==> config.mk <==
export PLATFORM = sky130hd
export DESIGN_NAME = aud_playback_top
export DESIGN_NICKNAME = d
export VERILOG_FILES = /design/src/aud_pkg.sv /design/src/aud_playback_top.sv /design/src/aud_dac_serializer.sv /design/src/aud_interp.sv /design/src/aud_seq_counter.sv /design/src/aud_play_fsm.sv
export SDC_FILE = /design/constraint.sdc
export NUM_CORES = 1
export LEC_CHECK = 0
export BUFFER_PORTS_ARGS = -buffer_cell sky130_fd_sc_hd__buf_4
export CORE_MARGIN = 3
export CORE_UTILIZATION = 55
export DETAILED_ROUTE_END_ITERATION = 12
export PLACE_DENSITY_LB_ADDON = 0.08
export SYNTH_ARGS = -nofsm -noshare
export SYNTH_HDL_FRONTEND = slang
export SYNTH_HIERARCHICAL = 1
export SYNTH_SLANG_ARGS = --single-unit
==> constraint.sdc <==
create_clock -name i_clk -period 58.5 [get_ports i_clk]
set_input_delay 0 -clock i_clk [delete_from_list [all_inputs] [get_ports i_clk]]
set_output_delay 0 -clock i_clk [all_outputs]
set_load 0.02 [all_outputs]
==> src/aud_pkg.sv <==
package aud_pkg;

	// widths shared by the playback blocks
	localparam int SAMPLE_W = 16;
	localparam int ADDR_BITS = 20;
	localparam int SPEED_BITS = 4;
	localparam int COUNT_BITS = 24;

	typedef logic signed [SAMPLE_W-1:0] sample_t;
	typedef logic [ADDR_BITS-1:0] addr_t;
	typedef logic [SPEED_BITS-1:0] speed_t;
	typedef logic [COUNT_BITS-1:0] count_t;

	typedef enum logic [1:0] {
		MODE_FAST = 2'd0,
		MODE_SLOW_HOLD = 2'd1,
		MODE_SLOW_LINEAR = 2'd2
	} play_mode_e;

	// one output sample is fetch, present, then send
	typedef enum logic [2:0] {
		ST_IDLE = 3'd0,
		ST_FETCH_A = 3'd1,
		ST_FETCH_B = 3'd2,
		ST_PRESENT = 3'd3,
		ST_SEND = 3'd4,
		ST_PAUSED = 3'd5
	} play_state_e;

endpackage
==> src/aud_playback_top.sv <==
`timescale 1ns/1ns

module aud_playback_top #(
	parameter int ADDR_W = 20,
	parameter int MAX_SPEED = 8
) (
	input  logic i_clk,
	input  logic i_rst_n,
	input  logic i_start,
	input  logic i_stop,
	input  logic i_pause,
	input  aud_pkg::play_mode_e i_mode,
	input  aud_pkg::speed_t i_speed,
	input  aud_pkg::addr_t i_rec_len,
	input  logic i_daclrck,
	input  aud_pkg::sample_t i_sram_data,
	output aud_pkg::addr_t o_sram_addr,
	output logic o_aud_dacdat,
	output logic o_busy,
	output logic o_finish
);

	logic cnt_clear;
	logic cnt_fetch_a;
	logic cnt_fetch_b;
	logic cnt_presented;
	logic ld_a;
	logic ld_b;
	logic present;
	logic ser_en;
	logic phase_zero;
	logic last_sample;
	logic frame_done;
	aud_pkg::sample_t out_sample;

	aud_play_fsm #(
		.MAX_SPEED(MAX_SPEED)
	) u_fsm (
		.i_clk(i_clk),
		.i_rst_n(i_rst_n),
		.i_start(i_start),
		.i_stop(i_stop),
		.i_pause(i_pause),
		.i_mode(i_mode),
		.i_speed(i_speed),
		.i_frame_done(frame_done),
		.i_last_sample(last_sample),
		.o_cnt_clear(cnt_clear),
		.o_cnt_fetch_a(cnt_fetch_a),
		.o_cnt_fetch_b(cnt_fetch_b),
		.o_cnt_presented(cnt_presented),
		.o_ld_a(ld_a),
		.o_ld_b(ld_b),
		.o_present(present),
		.o_ser_en(ser_en),
		.o_busy(o_busy),
		.o_finish(o_finish)
	);

	aud_seq_counter #(
		.ADDR_W(ADDR_W),
		.MAX_SPEED(MAX_SPEED)
	) u_counter (
		.i_clk(i_clk),
		.i_rst_n(i_rst_n),
		.i_start(i_start),
		.i_mode(i_mode),
		.i_speed(i_speed),
		.i_rec_len(i_rec_len),
		.i_clear(cnt_clear),
		.i_fetch_a(cnt_fetch_a),
		.i_fetch_b(cnt_fetch_b),
		.i_presented(cnt_presented),
		.o_sram_addr(o_sram_addr),
		.o_phase_zero(phase_zero),
		.o_last_sample(last_sample)
	);

	aud_interp u_interp (
		.i_clk(i_clk),
		.i_rst_n(i_rst_n),
		.i_mode(i_mode),
		.i_speed(i_speed),
		.i_sram_data(i_sram_data),
		.i_ld_a(ld_a),
		.i_ld_b(ld_b),
		.i_present(present),
		.i_phase_zero(phase_zero),
		.o_sample(out_sample)
	);

	aud_dac_serializer u_serializer (
		.i_clk(i_clk),
		.i_rst_n(i_rst_n),
		.i_en(ser_en),
		.i_daclrck(i_daclrck),
		.i_sample(out_sample),
		.o_dacdat(o_aud_dacdat),
		.o_frame_done(frame_done)
	);

endmodule

==> src/aud_dac_serializer.sv <==
`timescale 1ns/1ns

module aud_dac_serializer (
	input  logic i_clk,
	input  logic i_rst_n,
	input  logic i_en,
	input  logic i_daclrck,
	input  aud_pkg::sample_t i_sample,
	output logic o_dacdat,
	output logic o_frame_done
);

	localparam int CNT_W = $clog2(aud_pkg::SAMPLE_W);

	aud_pkg::sample_t shift_r;
	logic [CNT_W-1:0] bit_cnt;
	logic lrck_d;
	logic full_r;
	logic shifting_r;
	logic done_r;
	logic lrck_fall;
	logic capture;

	assign lrck_fall = lrck_d && !i_daclrck;
	// pick up a sample only in the left-high half
	assign capture = i_en && i_daclrck && !full_r && !shifting_r && !done_r;

	always_ff @(posedge i_clk) begin
		if (!i_rst_n) begin
			lrck_d <= 1'b0;
			full_r <= 1'b0;
			shifting_r <= 1'b0;
			done_r <= 1'b0;
			bit_cnt <= '0;
		end else begin
			lrck_d <= i_daclrck;
			done_r <= 1'b0;
			if (shifting_r) begin
				bit_cnt <= bit_cnt + CNT_W'(1);
				if (bit_cnt == CNT_W'(aud_pkg::SAMPLE_W - 1)) begin
					shifting_r <= 1'b0;
					done_r <= 1'b1;
				end
			end else if (!i_en) begin
				// dropped on pause or stop before the frame began
				full_r <= 1'b0;
			end else if (lrck_fall && full_r) begin
				shifting_r <= 1'b1;
				full_r <= 1'b0;
				bit_cnt <= '0;
			end else if (capture) begin
				full_r <= 1'b1;
			end
		end
	end

	always_ff @(posedge i_clk) begin
		if (capture)
			shift_r <= i_sample;
		else if (shifting_r)
			shift_r <= {shift_r[aud_pkg::SAMPLE_W-2:0], 1'b0};
	end

	assign o_dacdat = shifting_r && shift_r[aud_pkg::SAMPLE_W-1];
	assign o_frame_done = done_r;

	a_frame_len: assert property (@(posedge i_clk) disable iff (!i_rst_n)
		$rose(shifting_r) |-> (shifting_r && !done_r) [*16] ##1 (done_r && !shifting_r));

endmodule

==> src/aud_interp.sv <==
`timescale 1ns/1ns

module aud_interp (
	input  logic i_clk,
	input  logic i_rst_n,
	input  aud_pkg::play_mode_e i_mode,
	input  aud_pkg::speed_t i_speed,
	input  aud_pkg::sample_t i_sram_data,
	input  logic i_ld_a,
	input  logic i_ld_b,
	input  logic i_present,
	input  logic i_phase_zero,
	output aud_pkg::sample_t o_sample
);

	aud_pkg::sample_t a_r;
	aud_pkg::sample_t b_r;
	aud_pkg::sample_t out_r;
	logic signed [aud_pkg::SAMPLE_W:0] diff;
	logic signed [aud_pkg::SAMPLE_W:0] step;
	logic signed [aud_pkg::SPEED_BITS:0] div_n;
	logic linear_step;

	// one extra bit so B-A cannot overflow
	assign diff = {b_r[aud_pkg::SAMPLE_W-1], b_r} - {a_r[aud_pkg::SAMPLE_W-1], a_r};
	assign div_n = (i_speed == '0) ? (aud_pkg::SPEED_BITS+1)'(1) : $signed({1'b0, i_speed});
	// signed divide truncates toward zero
	assign step = diff / div_n;

	assign linear_step = (i_mode == aud_pkg::MODE_SLOW_LINEAR) && !i_phase_zero;

	always_ff @(posedge i_clk) begin
		if (i_ld_a)
			a_r <= i_sram_data;
		if (i_ld_b)
			b_r <= i_sram_data;
	end

	always_ff @(posedge i_clk) begin
		if (!i_rst_n) begin
			out_r <= '0;
		end else if (i_present) begin
			if (linear_step)
				out_r <= out_r + aud_pkg::sample_t'(step);
			else
				out_r <= a_r;
		end
	end

	assign o_sample = out_r;

endmodule

==> src/aud_seq_counter.sv <==
`timescale 1ns/1ns

module aud_seq_counter #(
	parameter int ADDR_W = 20,
	parameter int MAX_SPEED = 8
) (
	input  logic i_clk,
	input  logic i_rst_n,
	input  logic i_start,
	input  aud_pkg::play_mode_e i_mode,
	input  aud_pkg::speed_t i_speed,
	input  aud_pkg::addr_t i_rec_len,
	input  logic i_clear,
	input  logic i_fetch_a,
	input  logic i_fetch_b,
	input  logic i_presented,
	output aud_pkg::addr_t o_sram_addr,
	output logic o_phase_zero,
	output logic o_last_sample
);

	localparam int PH_W = (MAX_SPEED > 1) ? $clog2(MAX_SPEED) : 1;

	aud_pkg::play_mode_e mode_r;
	aud_pkg::speed_t n_r;
	aud_pkg::speed_t n_div;
	logic [ADDR_W-1:0] len_r;
	logic [ADDR_W-1:0] len_m1;
	logic [ADDR_W-1:0] addr_r;
	logic [ADDR_W-1:0] addr_next;
	logic [PH_W-1:0] phase_r;
	logic [PH_W-1:0] last_phase;
	aud_pkg::count_t sent_r;
	aud_pkg::count_t total;
	logic active_r;
	logic stepped_r;
	logic slow;
	logic wrap;
	logic step_ok;

	assign slow = (mode_r != aud_pkg::MODE_FAST);
	assign last_phase = PH_W'(n_r - aud_pkg::speed_t'(1));
	assign wrap = (phase_r == last_phase);
	assign n_div = (n_r == '0) ? aud_pkg::speed_t'(1) : n_r;
	assign len_m1 = len_r - ADDR_W'(1);

	// fast jumps N words, slow moves on to the B sample
	assign addr_next = addr_r + (slow ? ADDR_W'(1) : ADDR_W'(n_r));
	// never walk past the end of the clip
	assign step_ok = (addr_next < len_r);

	assign total = slow ?
		(aud_pkg::count_t'(n_r) * aud_pkg::count_t'(len_m1) + aud_pkg::count_t'(1)) :
		(aud_pkg::count_t'(len_m1 / ADDR_W'(n_div)) + aud_pkg::count_t'(1));

	always_ff @(posedge i_clk) begin
		if (!i_rst_n) begin
			active_r <= 1'b0;
			mode_r <= aud_pkg::MODE_FAST;
			n_r <= aud_pkg::speed_t'(1);
			len_r <= '0;
			addr_r <= '0;
			phase_r <= '0;
			sent_r <= '0;
			stepped_r <= 1'b0;
		end else if (i_clear) begin
			active_r <= 1'b0;
			addr_r <= '0;
			phase_r <= '0;
			sent_r <= '0;
			stepped_r <= 1'b0;
		end else if (i_start && !active_r) begin
			active_r <= 1'b1;
			mode_r <= i_mode;
			n_r <= i_speed;
			len_r <= ADDR_W'(i_rec_len);
			addr_r <= '0;
			phase_r <= '0;
			sent_r <= '0;
			stepped_r <= 1'b0;
		end else begin
			if (i_fetch_a) begin
				stepped_r <= step_ok;
				if (step_ok)
					addr_r <= addr_next;
			end
			// back to A for the next step of the same pair
			if (i_fetch_b && slow && stepped_r && !wrap)
				addr_r <= addr_r - ADDR_W'(1);
			if (i_presented) begin
				sent_r <= sent_r + aud_pkg::count_t'(1);
				if (slow)
					phase_r <= wrap ? '0 : phase_r + PH_W'(1);
			end
		end
	end

	assign o_sram_addr = aud_pkg::addr_t'(addr_r);
	assign o_phase_zero = (phase_r == '0);
	assign o_last_sample = active_r && (sent_r == total);

	a_addr_in_clip: assert property (@(posedge i_clk) disable iff (!i_rst_n)
		active_r |-> (aud_pkg::addr_t'(addr_r) < i_rec_len));

endmodule

==> src/aud_play_fsm.sv <==
`timescale 1ns/1ns

module aud_play_fsm #(
	parameter int MAX_SPEED = 8
) (
	input  logic i_clk,
	input  logic i_rst_n,
	input  logic i_start,
	input  logic i_stop,
	input  logic i_pause,
	input  aud_pkg::play_mode_e i_mode,
	input  aud_pkg::speed_t i_speed,
	input  logic i_frame_done,
	input  logic i_last_sample,
	output logic o_cnt_clear,
	output logic o_cnt_fetch_a,
	output logic o_cnt_fetch_b,
	output logic o_cnt_presented,
	output logic o_ld_a,
	output logic o_ld_b,
	output logic o_present,
	output logic o_ser_en,
	output logic o_busy,
	output logic o_finish
);

	aud_pkg::play_state_e state_r;
	aud_pkg::play_state_e state_nx;
	aud_pkg::play_mode_e mode_r;
	logic finish_r;
	logic busy;
	logic slow;
	logic end_run;
	logic do_fetch_a;
	logic do_fetch_b;
	logic do_present;

	assign busy = (state_r != aud_pkg::ST_IDLE);
	assign slow = (mode_r != aud_pkg::MODE_FAST);

	// stop, or the final frame has just gone out
	assign end_run = busy && (i_stop || (state_r == aud_pkg::ST_SEND &&
		i_frame_done && i_last_sample));

	// fetch and present steps stall while paused
	assign do_fetch_a = (state_r == aud_pkg::ST_FETCH_A) && !i_pause;
	assign do_fetch_b = (state_r == aud_pkg::ST_FETCH_B) && !i_pause;
	assign do_present = (state_r == aud_pkg::ST_PRESENT) && !i_pause;

	always_comb begin
		state_nx = state_r;
		case (state_r)
			aud_pkg::ST_IDLE: begin
				if (i_start)
					state_nx = aud_pkg::ST_FETCH_A;
			end
			aud_pkg::ST_FETCH_A: begin
				if (i_pause)
					state_nx = aud_pkg::ST_PAUSED;
				else if (slow)
					state_nx = aud_pkg::ST_FETCH_B;
				else
					state_nx = aud_pkg::ST_PRESENT;
			end
			aud_pkg::ST_FETCH_B: begin
				if (!i_pause)
					state_nx = aud_pkg::ST_PRESENT;
			end
			aud_pkg::ST_PRESENT: begin
				if (!i_pause)
					state_nx = aud_pkg::ST_SEND;
			end
			aud_pkg::ST_SEND: begin
				if (i_frame_done) begin
					if (i_last_sample)
						state_nx = aud_pkg::ST_IDLE;
					else if (i_pause)
						state_nx = aud_pkg::ST_PAUSED;
					else
						state_nx = aud_pkg::ST_FETCH_A;
				end
			end
			aud_pkg::ST_PAUSED: begin
				if (!i_pause)
					state_nx = aud_pkg::ST_FETCH_A;
			end
			default: state_nx = aud_pkg::ST_IDLE;
		endcase
		if (busy && i_stop)
			state_nx = aud_pkg::ST_IDLE;
	end

	always_ff @(posedge i_clk) begin
		if (!i_rst_n) begin
			state_r <= aud_pkg::ST_IDLE;
			mode_r <= aud_pkg::MODE_FAST;
			finish_r <= 1'b0;
		end else begin
			state_r <= state_nx;
			finish_r <= end_run;
			if (state_r == aud_pkg::ST_IDLE && i_start)
				mode_r <= i_mode;
		end
	end

	assign o_cnt_clear = end_run;
	assign o_cnt_fetch_a = do_fetch_a;
	assign o_ld_a = do_fetch_a;
	assign o_cnt_fetch_b = do_fetch_b;
	assign o_ld_b = do_fetch_b;
	assign o_cnt_presented = do_present;
	assign o_present = do_present;
	// serializer may only pick up the sample while not paused
	assign o_ser_en = (state_r == aud_pkg::ST_SEND) && !i_pause;
	assign o_busy = busy;
	assign o_finish = finish_r;

	a_speed_legal: assert property (@(posedge i_clk) disable iff (!i_rst_n)
		(state_r == aud_pkg::ST_IDLE && i_start) |->
		(i_speed >= aud_pkg::speed_t'(1) && i_speed <= aud_pkg::speed_t'(MAX_SPEED)));

	a_finish_pulse: assert property (@(posedge i_clk) disable iff (!i_rst_n)
		o_finish |=> !o_finish);

endmodule

==> flow_summary.json <==
{
  "grt_first_pass_wirelength_um": 134000,
  "maxCapViolCount": 0,
  "fin_ws_ns": 4.931,
  "end_kind": "flip-flop",
  "start_util_pct": 56.35,
  "hold_viol_final": 0,
  "dieWidth_um": 233.9,
  "cp_max_fo": 31,
  "fillers": 4792,
  "hold_path_class": "primary input to flip-flop",
  "gp_congestion": 0.9326,
  "slowest_stage": "nor3_2",
  "grt_usage_pct": 29.17,
  "fin_skew_ns": 0.01250,
  "netlist-cell-type-count": 154,
  "multi_input_area_mm2": 0.02389,
  "relSlewSlack_pct": 23.07,
  "dp_slack_ns": 1.849,
  "numPortBuffers": 70,
  "crit_family": "compound AO/OA/AOI/OAI gates",
  "crit_top_cell": "o21a_1",
  "cts_tree": "built",
  "status": "completed",
  "synth_commonest_cells": "436 x nor2_1, 361 x nand2_1, 248 x ha_1",
  "seq_area_frac_synth_pct": 12.41,
  "wl_um": 81360,
  "coreArea_mm2": 0.05068,
  "drc_errors": 0,
  "netlist_top_cells_area": "ha_1 11%, dfxtp_1 7.4%, nor2_1 5.7%, xnor2_1 5.3%, edfxtp_1 5.0%",
  "cts_max_level": 4,
  "crit_required_ns": 58.82,
  "antenna_found_initial": 1,
  "slowest_delay_ns": 0.60,
  "fin_cells": 4564,
  "drtAntennaViolNets": 0,
  "num_rows": 82,
  "io_pins": 71,
  "critPathKind": "flip-flop to flip-flop",
  "synth_seq_cells": 153,
  "stdcell_area_mm2": 0.03088,
  "dieArea_mm2": 0.05470,
  "path_clk_slew_ns": 0.07,
  "fmax_ghz": 0.01867,
  "yosysTopAreaCellShare_pct": 10.86,
  "seqCellArea_mm2": 0.003543,
  "placed_cell_area_mm2": 0.02958,
  "dr.first_iter.drc_count": 2079,
  "crit_arrival_ns": 53.89,
  "grt_overflow": 0,
  "dp_hpwl_um": 64110,
  "grt_pass1_vias": 27193,
  "synth_edf_count": 48,
  "routedWlPerCell_um": 17.83,
  "grt_max_degree": 59,
  "setup_violations": 0,
  "path_buf_inv": 19,
  "yosys_warnings": 6,
  "synth.largest_area_cell": "ha_1",
  "post-route-period-util_pct": 91.57,
  "clk_latency_ns": 0.43,
  "syn-instance-count": 3808,
  "syn_to_final_growth_pct": 8.100,
  "netlist_area_mm2": 0.02856,
  "avgSynthCellArea_um2": 7.501,
  "worst_slew_pin_slew_ns": 1.153,
  "numCtsBuffers": 17,
  "synth.most_common_cell": "nor2_1",
  "clock_path_buffers": 2,
  "die_h_um": 233.9,
  "num_vias": 28785,
  "whs_ns": 0.02813,
  "drt_first_pass_iters": 7,
  "fin_nets": 4214,
  "antenna_cells": 0,
  "ys_async_sr_fraction_pct": 0,
  "dp_cells": 4466,
  "slew_viol_final": 0,
  "ys_dominant_reg_cell": "dfxtp_1",
  "fin_crit_ns": 53.57,
  "vias_per_cell": 6.307,
  "cts_root_buf": "clkbuf_16",
  "startpoint_type": "flip-flop",
  "cts.sinks": 153,
  "drive_above_1_share_pct": 10.41
}
-- path summary, 6_finish.rpt --
| kind | start | to | slack (ns) | depth (start not counted) |
|---|---|---|---|---|
| worst max-delay path | u_counter/n_r[0] | u_counter/phase_r[0] | 4.93 | 243 |
| worst min-delay path | i_pause | u_fsm/state_r[0] | 0.03 | 4 |
| worst max register to register | u_counter/n_r[0] | u_counter/phase_r[0] | 4.93 | 243 |
| worst min register to register | u_fsm/mode_r[0] | u_fsm/mode_r[0] | 0.47 | 2 |
-- layout make-up --
cell class                 instances  share of cell area, %
clock buffer                      17                  1.378
clock inverter                    15                 0.5754
inverter                         162                  2.010
multi-input combinational       3376                  77.37
sequential                       153                  11.48
tap                              672                  2.723
timing repair buffer             167                  4.437
timing repair inverter             2                0.03242
-- flip-flops by register name, indices dropped and copies added, names as in the netlist --
| name | count |
|---|---|
| u_counter/mode_r | 2 |
| u_fsm/o_finish | 1 |
| u_counter/stepped_r | 1 |
| u_counter/phase_r | 3 |
| u_fsm/mode_r | 2 |
| u_counter/sent_r | 24 |
| u_interp/b_r | 16 |
| u_counter/len_r | 20 |
| u_serializer/o_frame_done | 1 |
| u_counter/o_sram_addr | 20 |
| u_fsm/state_r | 3 |
| u_counter/n_r | 4 |
| u_serializer/lrck_d | 1 |
| u_interp/a_r | 16 |
| u_serializer/shift_r | 16 |
| u_serializer/shifting_r | 1 |
| u_counter/active_r | 1 |
| u_serializer/full_r | 1 |
| u_interp/o_sample | 16 |
| u_serializer/bit_cnt | 4 |
-- timing repair --
action	CTS	global route
hold buffers	45	0
endpoints found under the setup margin	0	78
gates resized for setup	0	20
endpoints found under the hold margin	66	0
setup buffers	0	19
-- kinds of logic after synthesis --
logic type / share of synthesized area, %
AND/OR/NAND/NOR: 27.94
adder cells (fa/ha/maj): 13.70
multiplexers: 4.113
buffers and inverters: 4.346
other: 0.01313
AO/OA/AOI/OAI: 28.99
XOR/XNOR: 8.490
flip-flops: 12.41
-- per-stage QoR --
stage                     TNS, ns  util [%]
final                           0     60.92
after global routing      -0.4466     60.92
after CTS                       0     60.45
after detailed placement        0     58.37
after global placement          0     58.37
after floorplan                 0         -
-- per-layer routing --
| metal | wire length (µm) | track usage (%) | part of all wire, % |
|---|---|---|---|
| met4 | 2638 | 9.755 | 3.2 |
| met3 | 3651 | 2.928 | 4.5 |
| met2 | 38250 | 50.53 | 47 |
| met5 | 0 | 0 | 0 |
| met1 | 36820 | 37.95 | 45 |
-- layout by cell type (no fill, tap or decap), drive strengths merged, types with 32 or more instances in the layout --
cell type	n
a21o	81
xor2	102
and2	46
mux2	43
dlygate4sd3	45
inv	165
o211ai	60
nor3	170
dfxtp	105
nor2	438
nand2b	62
mux2i	66
nor4	43
o21a	105
a211oi	43
a21oi	240
ha	248
nand4	46
or2	56
and3	52
nand3	98
o21ai	179
edfxtp	48
nand2	365
a31oi	43
xnor2	174
buf	122
or3	57
a21boi	42
fa	39
o31ai	32
-- tightest hold or removal path, stage by stage --
cell	delay, ns
buf_4	0.14
and2_1	0.16
nand2_1	0.05
a21oi_1	0.05
Power is not shown: default switching activity piles up to over one toggle a cycle in this logic, so the estimate is an artifact.
